`config.mk`:
```
export PLATFORM = sky130hd
export DESIGN_NAME = fetchUnit
export DESIGN_NICKNAME = d
export VERILOG_FILES = /design/src/design/fetchPkg.sv /design/src/design/fetchPcReg.sv /design/src/design/decodeLatch.sv /design/src/design/branchResolve.sv /design/src/design/nextPcSelect.sv /design/src/design/fetchUnit.sv
export SDC_FILE = /design/constraint.sdc
export NUM_CORES = 1
export LEC_CHECK = 0
export ABC_AREA = 0
export BUFFER_PORTS_ARGS = -buffer_cell sky130_fd_sc_hd__buf_2
export CORE_MARGIN = 8
export CORE_UTILIZATION = 52
export CTS_CLUSTER_DIAMETER = 50
export DETAILED_ROUTE_END_ITERATION = 16
export PLACE_DENSITY_LB_ADDON = 0.08
export RECOVER_POWER = 100
export REMOVE_ABC_BUFFERS = 1
export SLEW_MARGIN = 20
export SYNTH_ARGS = -nofsm -noshare
export SYNTH_HDL_FRONTEND = slang
export SYNTH_SLANG_ARGS = --single-unit
```
`constraint.sdc`:
```
create_clock -name clk -period 4 [get_ports clk]
set_clock_uncertainty 0.15 [all_clocks]
set_input_delay 0.4 -clock clk [delete_from_list [all_inputs] [get_ports clk]]
set_output_delay 0.4 -clock clk [all_outputs]
set_load 0.03 [all_outputs]
```
`src/design/fetchPkg.sv`:
```
`default_nettype none

package fetchPkg;

    // primary opcodes.
    localparam logic [5:0] opRtype  = 6'h00;
    localparam logic [5:0] opRegimm = 6'h01;
    localparam logic [5:0] opJ      = 6'h02;
    localparam logic [5:0] opJal    = 6'h03;
    localparam logic [5:0] opBeq    = 6'h04;
    localparam logic [5:0] opBne    = 6'h05;
    localparam logic [5:0] opBlez   = 6'h06;
    localparam logic [5:0] opBgtz   = 6'h07;

    localparam logic [5:0] fnJr   = 6'h08; // funct field, R-type only.
    localparam logic [5:0] fnJalr = 6'h09;

    // REGIMM sub-codes sit in rt.
    localparam logic [4:0] rtBltz = 5'h00;
    localparam logic [4:0] rtBgez = 5'h01;

    typedef union packed {
        struct packed {
            logic [5:0] op;
            logic [4:0] rs;
            logic [4:0] rt;
            logic [4:0] rd;
            logic [4:0] shamt;
            logic [5:0] funct;
        } rFmt;
        struct packed {
            logic [5:0]  op;
            logic [4:0]  rs;
            logic [4:0]  rt;
            logic [15:0] imm16;
        } iFmt;
        struct packed {
            logic [5:0]  op;
            logic [25:0] index26;
        } jFmt;
    } instrWord;

    // sll r0,r0,0.
    localparam instrWord nopWord = '0;

endpackage

`default_nettype wire

```
`src/design/fetchPcReg.sv`:
```
`timescale 1ns/1ns
`default_nettype none

module fetchPcReg #(
    parameter logic [31:0] resetVector = 32'hbfc0_0000
) (
    input  logic        clk,
    input  logic        resetn,
    input  logic        flush,
    input  logic [31:0] flushPc,
    input  logic        stall,
    input  logic [31:0] nextPc,
    output logic [31:0] pcF,
    output logic        imemValid,
    output logic [31:0] imemAddr,
    output logic        addrError,
    output logic [31:0] badVaddr
);

    logic [31:0] reqAddr; // address presented to memory.
    logic        misaligned;

    always_ff @(posedge clk) begin
        if (!resetn) begin
            pcF     <= resetVector;
            reqAddr <= resetVector;
        end else if (flush) begin
            pcF     <= flushPc;
            reqAddr <= flushPc;
        end else if (!stall) begin
            pcF     <= nextPc;
            reqAddr <= nextPc;
        end else begin
            // reissue the held pc.
            reqAddr <= pcF;
        end
    end

    assign misaligned = (reqAddr[1:0] != 2'b00);

    // no fetch on a bad address, report it instead.
    assign imemValid = !misaligned;
    assign imemAddr  = misaligned ? 32'd0 : reqAddr;
    assign addrError = misaligned;
    assign badVaddr  = misaligned ? reqAddr : 32'd0;

    validAligned: assert property (
        @(posedge clk) disable iff (!resetn)
        imemValid |-> (pcF[1:0] == 2'b00)
    ) else $error("request issued on a misaligned address");

    bootVector: assert property (
        @(posedge clk)
        !resetn |=> (pcF == resetVector)
    ) else $error("pcF not at reset vector after reset");

endmodule

`default_nettype wire

```
`src/design/decodeLatch.sv`:
```
`timescale 1ns/1ns
`default_nettype none

module decodeLatch (
    input  logic               clk,
    input  logic               resetn,
    input  logic               flush,
    input  logic               stall,
    input  logic [31:0]        pcF,
    input  logic [31:0]        imemData,
    output logic [31:0]        pcD,
    output fetchPkg::instrWord instrD
);

    // flush wins over stall.
    always_ff @(posedge clk) begin
        if (!resetn || flush) begin
            pcD    <= 32'd0;
            instrD <= fetchPkg::nopWord; // bubble.
        end else if (!stall) begin
            pcD    <= pcF;
            instrD <= imemData;
        end
    end

endmodule

`default_nettype wire

```
`src/design/branchResolve.sv`:
```
`timescale 1ns/1ns
`default_nettype none

module branchResolve (
    input  fetchPkg::instrWord instrD,
    input  logic [31:0]        rsValue,
    input  logic [31:0]        rtValue,
    output logic               branchTaken
);

    logic signed [31:0] rsSigned;

    assign rsSigned = rsValue;

    always_comb begin
        case (instrD.iFmt.op)
            fetchPkg::opBeq: begin
                branchTaken = (rsValue == rtValue);
            end
            fetchPkg::opBne: begin
                branchTaken = (rsValue != rtValue);
            end
            fetchPkg::opBgtz: begin
                branchTaken = (rsSigned > 32'sd0);
            end
            fetchPkg::opBlez: begin
                branchTaken = (rsSigned <= 32'sd0);
            end
            fetchPkg::opRegimm: begin
                // rt picks the compare.
                case (instrD.iFmt.rt)
                    fetchPkg::rtBltz: branchTaken = (rsSigned < 32'sd0);
                    fetchPkg::rtBgez: branchTaken = (rsSigned >= 32'sd0);
                    default:          branchTaken = 1'b0;
                endcase
            end
            default: begin
                branchTaken = 1'b0;
            end
        endcase
    end

endmodule

`default_nettype wire

```
`src/design/nextPcSelect.sv`:
```
`timescale 1ns/1ns
`default_nettype none

module nextPcSelect (
    input  fetchPkg::instrWord instrD,
    input  logic [31:0]        pcD,
    input  logic [31:0]        pcF,
    input  logic [31:0]        rsValue,
    input  logic               branchTaken,
    output logic [31:0]        nextPc,
    output logic               delaySlot
);

    logic [31:0] pcPlusD;
    logic [31:0] pcPlusF;
    logic [31:0] signImm;
    logic [31:0] jumpTarget;
    logic [31:0] branchTarget;
    logic        isJump;
    logic        isRegJump;
    logic        isBranch;

    assign pcPlusD = pcD + 32'd4;
    assign pcPlusF = pcF + 32'd4; // sequential fetch.

    assign signImm      = {{16{instrD.iFmt.imm16[15]}}, instrD.iFmt.imm16};
    assign jumpTarget   = {pcPlusD[31:28], instrD.jFmt.index26, 2'b00};
    assign branchTarget = pcPlusD + {signImm[29:0], 2'b00};

    assign isJump = (instrD.jFmt.op == fetchPkg::opJ) ||
                    (instrD.jFmt.op == fetchPkg::opJal);

    assign isRegJump = (instrD.rFmt.op == fetchPkg::opRtype) &&
                       ((instrD.rFmt.funct == fetchPkg::fnJr) ||
                        (instrD.rFmt.funct == fetchPkg::fnJalr));

    // any REGIMM counts, taken or not.
    assign isBranch = (instrD.iFmt.op == fetchPkg::opBeq)  ||
                      (instrD.iFmt.op == fetchPkg::opBne)  ||
                      (instrD.iFmt.op == fetchPkg::opBlez) ||
                      (instrD.iFmt.op == fetchPkg::opBgtz) ||
                      (instrD.iFmt.op == fetchPkg::opRegimm);

    always_comb begin
        if (isJump) begin
            nextPc = jumpTarget;
        end else if (isRegJump) begin
            nextPc = rsValue;
        end else if (branchTaken) begin
            nextPc = branchTarget;
        end else begin
            nextPc = pcPlusF;
        end
    end

    // the word fetched next is the delay slot.
    assign delaySlot = isJump | isRegJump | isBranch;

    // resolver and selector must agree on what is a branch.
    always_comb begin
        if (!delaySlot) begin
            assert final (nextPc == pcPlusF)
                else $error("nextPc redirected with no branch or jump in decode");
        end
    end

endmodule

`default_nettype wire

```
`src/design/fetchUnit.sv`:
```
`timescale 1ns/1ns
`default_nettype none

module fetchUnit #(
    parameter logic [31:0] resetVector = 32'hbfc0_0000
) (
    input  logic               clk,
    input  logic               resetn,
    input  logic               stall,
    input  logic               flush,
    input  logic [31:0]        flushPc,
    input  logic [31:0]        imemData,
    input  logic [31:0]        rsValue,
    input  logic [31:0]        rtValue,
    output logic               imemValid,
    output logic [31:0]        imemAddr,
    output logic [31:0]        pcF,
    output logic [31:0]        pcD,
    output fetchPkg::instrWord instrD,
    output logic               delaySlot,
    output logic               addrError,
    output logic [31:0]        badVaddr
);

    logic [31:0] nextPc;
    logic        branchTaken;

    fetchPcReg #(
        .resetVector(resetVector)
    ) pcReg (
        .clk      (clk),
        .resetn   (resetn),
        .flush    (flush),
        .flushPc  (flushPc),
        .stall    (stall),
        .nextPc   (nextPc),
        .pcF      (pcF),
        .imemValid(imemValid),
        .imemAddr (imemAddr),
        .addrError(addrError),
        .badVaddr (badVaddr)
    );

    decodeLatch dLatch (
        .clk     (clk),
        .resetn  (resetn),
        .flush   (flush),
        .stall   (stall),
        .pcF     (pcF),
        .imemData(imemData),
        .pcD     (pcD),
        .instrD  (instrD)
    );

    branchResolve bResolve (
        .instrD     (instrD),
        .rsValue    (rsValue),
        .rtValue    (rtValue),
        .branchTaken(branchTaken)
    );

    nextPcSelect npcSelect (
        .instrD     (instrD),
        .pcD        (pcD),
        .pcF        (pcF),
        .rsValue    (rsValue),
        .branchTaken(branchTaken),
        .nextPc     (nextPc),
        .delaySlot  (delaySlot)
    );

endmodule

`default_nettype wire

```
==> results_dict.tcl <==
set metrics [dict create \
    status "finished with violations" \
    failed_checks "max-capacitance violations, max-slew violations" \
    port_buffers 292 \
    worstPathArrival_ns 3.97 \
    combPwrFrac_pct 29.9 \
    wl_per_cell_um 22.1 \
    pin_count 295 \
    synth_cells 1081 \
    synthFlopType "dfxtp_1" \
    yosysMostFrequentCell "nor2_1" \
    critPathLaunchType "flop" \
    clock.fmax_mhz 262 \
    synth_top_area_share_pct 23.2 \
    route.final.wire_length_mm 34.9 \
    path_class "reg2reg" \
    fin_crit_sh_pct 95.4 \
    cts_max_level 3 \
    yosys-top-cells-count "nor2_1 (133), nand2_1 (97), dfxtp_1 (96), xnor2_1 (91), mux2i_1 (69)" \
    synth_area_leader_cell "dfxtp_1" \
    gp_congestion 0.988 \
    swShare_pct 37.4 \
    syn_to_final_growth_pct 22.6 \
    drt_iter0_drc 781 \
    grt_pass1_wl_mm 53.0 \
    fin_ws_ns 0.185 \
    dp_slack_ns 0.170 \
    seq_power_share_pct 37.5 \
    core_area_um2 15700 \
    final_nets 1523 \
    synth_seq_cells 96 \
    clk_pin_slew_ns 0.08 \
    finalPower_mw 2.89 \
    grt_max_degree 48 \
    dieArea_um2 20200 \
    final.min_clock_period_ns 3.81 \
    num_vias 9568 \
    worst_slew_pin_slew_ns 1.92 \
    p_int_mw 1.81 \
    clock_sinks 96 \
    finalHoldViolCount 0 \
    antenna_left 0 \
    synth_area_leaders "dfxtp_1 (23%), xnor2_1 (9.6%), mux2i_1 (8.3%)" \
    die_h_um 142 \
    rsz0062_at_grt "no" \
    holdCritPathClass "in2reg" \
    drv_slew 32 \
    seq_area_frac_synth_pct 23.2 \
    drive_gt1_share_pct 15.5 \
    dp_hpwl_mm 27.2 \
    path_cells "and3_1, nand4_1, nor2_1, buf_4, and4_1, xor2_1, ha_1, a21o_1, a21oi_1, or3_1, o21a_1, o41ai_4, or3_1, nand4_1, a31o_2" \
    postCtsHoldBufs 0 \
    vias_per_cell 6.07 \
    initial_core_util_pct 52.7 \
    grt_pass1_vias 9186 \
    critical_path.max_stage_delay_ns 0.39 \
    cts_tree "built" \
    slowest_stage "dfxtp_2" \
    die_x_um 142 \
    syn_avg_cell_area_um2 7.66 \
    setup_viol 0 \
    p_switching_mw 1.08 \
    tns_ns 0 \
    power_density_nw_per_um2 285 \
    grt_use_total_pct 33.4 \
    relSlewSlack_pct -28.5 \
    critPathCaptureType "flop" \
    syn_area_um2 8280 \
    overflow 0 \
    synth_edf_count 0 \
    synthArstFlopShare_pct 0 \
    cts-root-buf "clkbuf_16" \
    maxCapViolCount 1 \
    cp_max_fo 7 \
    insertion_delay_ns 0.36 \
    synth_warnings 0 \
    vdd_drop_max_uv 191 \
    leakagePower_nw 4.36 \
    synth_cell_type_count 70 \
    drt-pass1-iter-count 5 \
    numCtsBuffers 9 \
    fp-row-count 46 \
    cts_buffer_depth 2 \
    antenna_found_initial 1 \
    critPathRequiredTime_ns 4.16 \
    clock_power_share_pct 32.6 \
    drcViolationCount 0 \
]
==> flip-flops by register name, summed over array words and instances, names as in the netlist <==
| name | cells |
|---|---|
| pcReg.pcF | 32 |
| dLatch.instrD | 32 |
| dLatch.pcD | 32 |
==> what timing repair did <==
| item | in CTS | in global routing |
|---|---|---|
| buffers inserted | 0 | 2 |
| endpoints found under the setup margin | 0 | 6 |
| resized for setup | 0 | 6 |
| endpoints found under the hold margin | 0 | 0 |
==> path summary, 6_finish.rpt <==
path | cells after the start | from | end | slack [ns]
max reg2reg | 15 | dLatch.pcD[10] | pcReg.pcF[27] | 0.19
max | 15 | dLatch.pcD[10] | pcReg.pcF[27] | 0.19
min reg2reg | 2 | dLatch.instrD[21] | dLatch.instrD[21] | 0.39
min | 3 | imemData[0] | dLatch.instrD[0] | 0.12
==> worst max-delay path, delay by kind of cell, from the launching register on <==
family,cells,cell delay [ns]
xor gates and xnor gates,1,0.26
buffers and inverters,1,0.21
AOI/OAI and AO/OA,5,0.81
and+or+nand+nor,7,1.57
DFF,1,0.39
adders and majority gates,1,0.36
==> per-layer routing <==
metal | up-vias | GRT usage [%] | routed length [um] | share of wire (%)
li1 | 4418 | - | - | -
met1 | 4564 | 41.5 | 14200 | 41
met2 | 509 | 57.1 | 16800 | 48
met3 | 77 | 5.40 | 2900 | 8.3
met4 | 0 | 11.9 | 998 | 2.9
met5 | - | 0 | 0 | 0
==> per-stage QoR <==
| stage | instances | util, % | area [um2] | hold slack, ns |
|---|---|---|---|---|
| 2_1_floorplan | 1010 | - | 7990 | 0.324 |
| 3_3_place_gp | 1557 | 63.8 | 10000 | 0.355 |
| 3_5_place_dp | 1557 | 63.8 | 10000 | 0.366 |
| 4_1_cts | 1573 | 65.9 | 10300 | 0.113 |
| 5_1_grt | 1576 | 64.6 | 10100 | 0.128 |
| 6_report | 1576 | 64.6 | 10100 | 0.116 |
==> layout make-up <==
cell class                 count  area [um2]
clock inverter                 5        62.6
multi-input combinational    898        6010
sequential                    96        1920
inverter                      16        60.1
clock buffer                  11         253
fill                        1540        5570
timing repair buffer         333        1560
tap                          216         270
antenna                        1        2.50
==> power by group through the flow <==
stage          clock (mW)  combinational, mW  sequential (mW)
3_5_place_dp            0              0.876             1.11
2_1_floorplan           0              0.441             1.17
6_report            0.944              0.865             1.09
3_3_place_gp            0              0.871             1.10
5_1_grt             0.984              0.921             1.09
4_1_cts             0.949              0.881             1.08
==> cells by family (layout without fill, tap and decap cells) <==
| group | Yosys count | in the layout | synth area share (%) |
|---|---|---|---|
| other | 1 | 3 | 0.0453 |
| AND/OR/NAND/NOR | 437 | 437 | 26.0 |
| flip-flops | 96 | 96 | 23.2 |
| adder cells (fa/ha/maj) | 37 | 37 | 5.68 |
| AO/OA/AOI/OAI | 235 | 235 | 19.9 |
| multiplexers | 72 | 72 | 8.75 |
| XOR/XNOR | 115 | 115 | 12.2 |
| buffers and inverters | 88 | 365 | 4.29 |
==> cells in the final DEF (no fill, tap or decap), types with 38 or more instances in the layout <==
cell type    n
xnor2_1     91
a21oi_1     54
buf_4       38
buf_2      134
dfxtp_1     94
nor2_1     132
nand2_1     97
clkbuf_1   159
mux2i_1     69
o21ai_0     47
No activity file was read; power rests on OpenSTA's default activity.
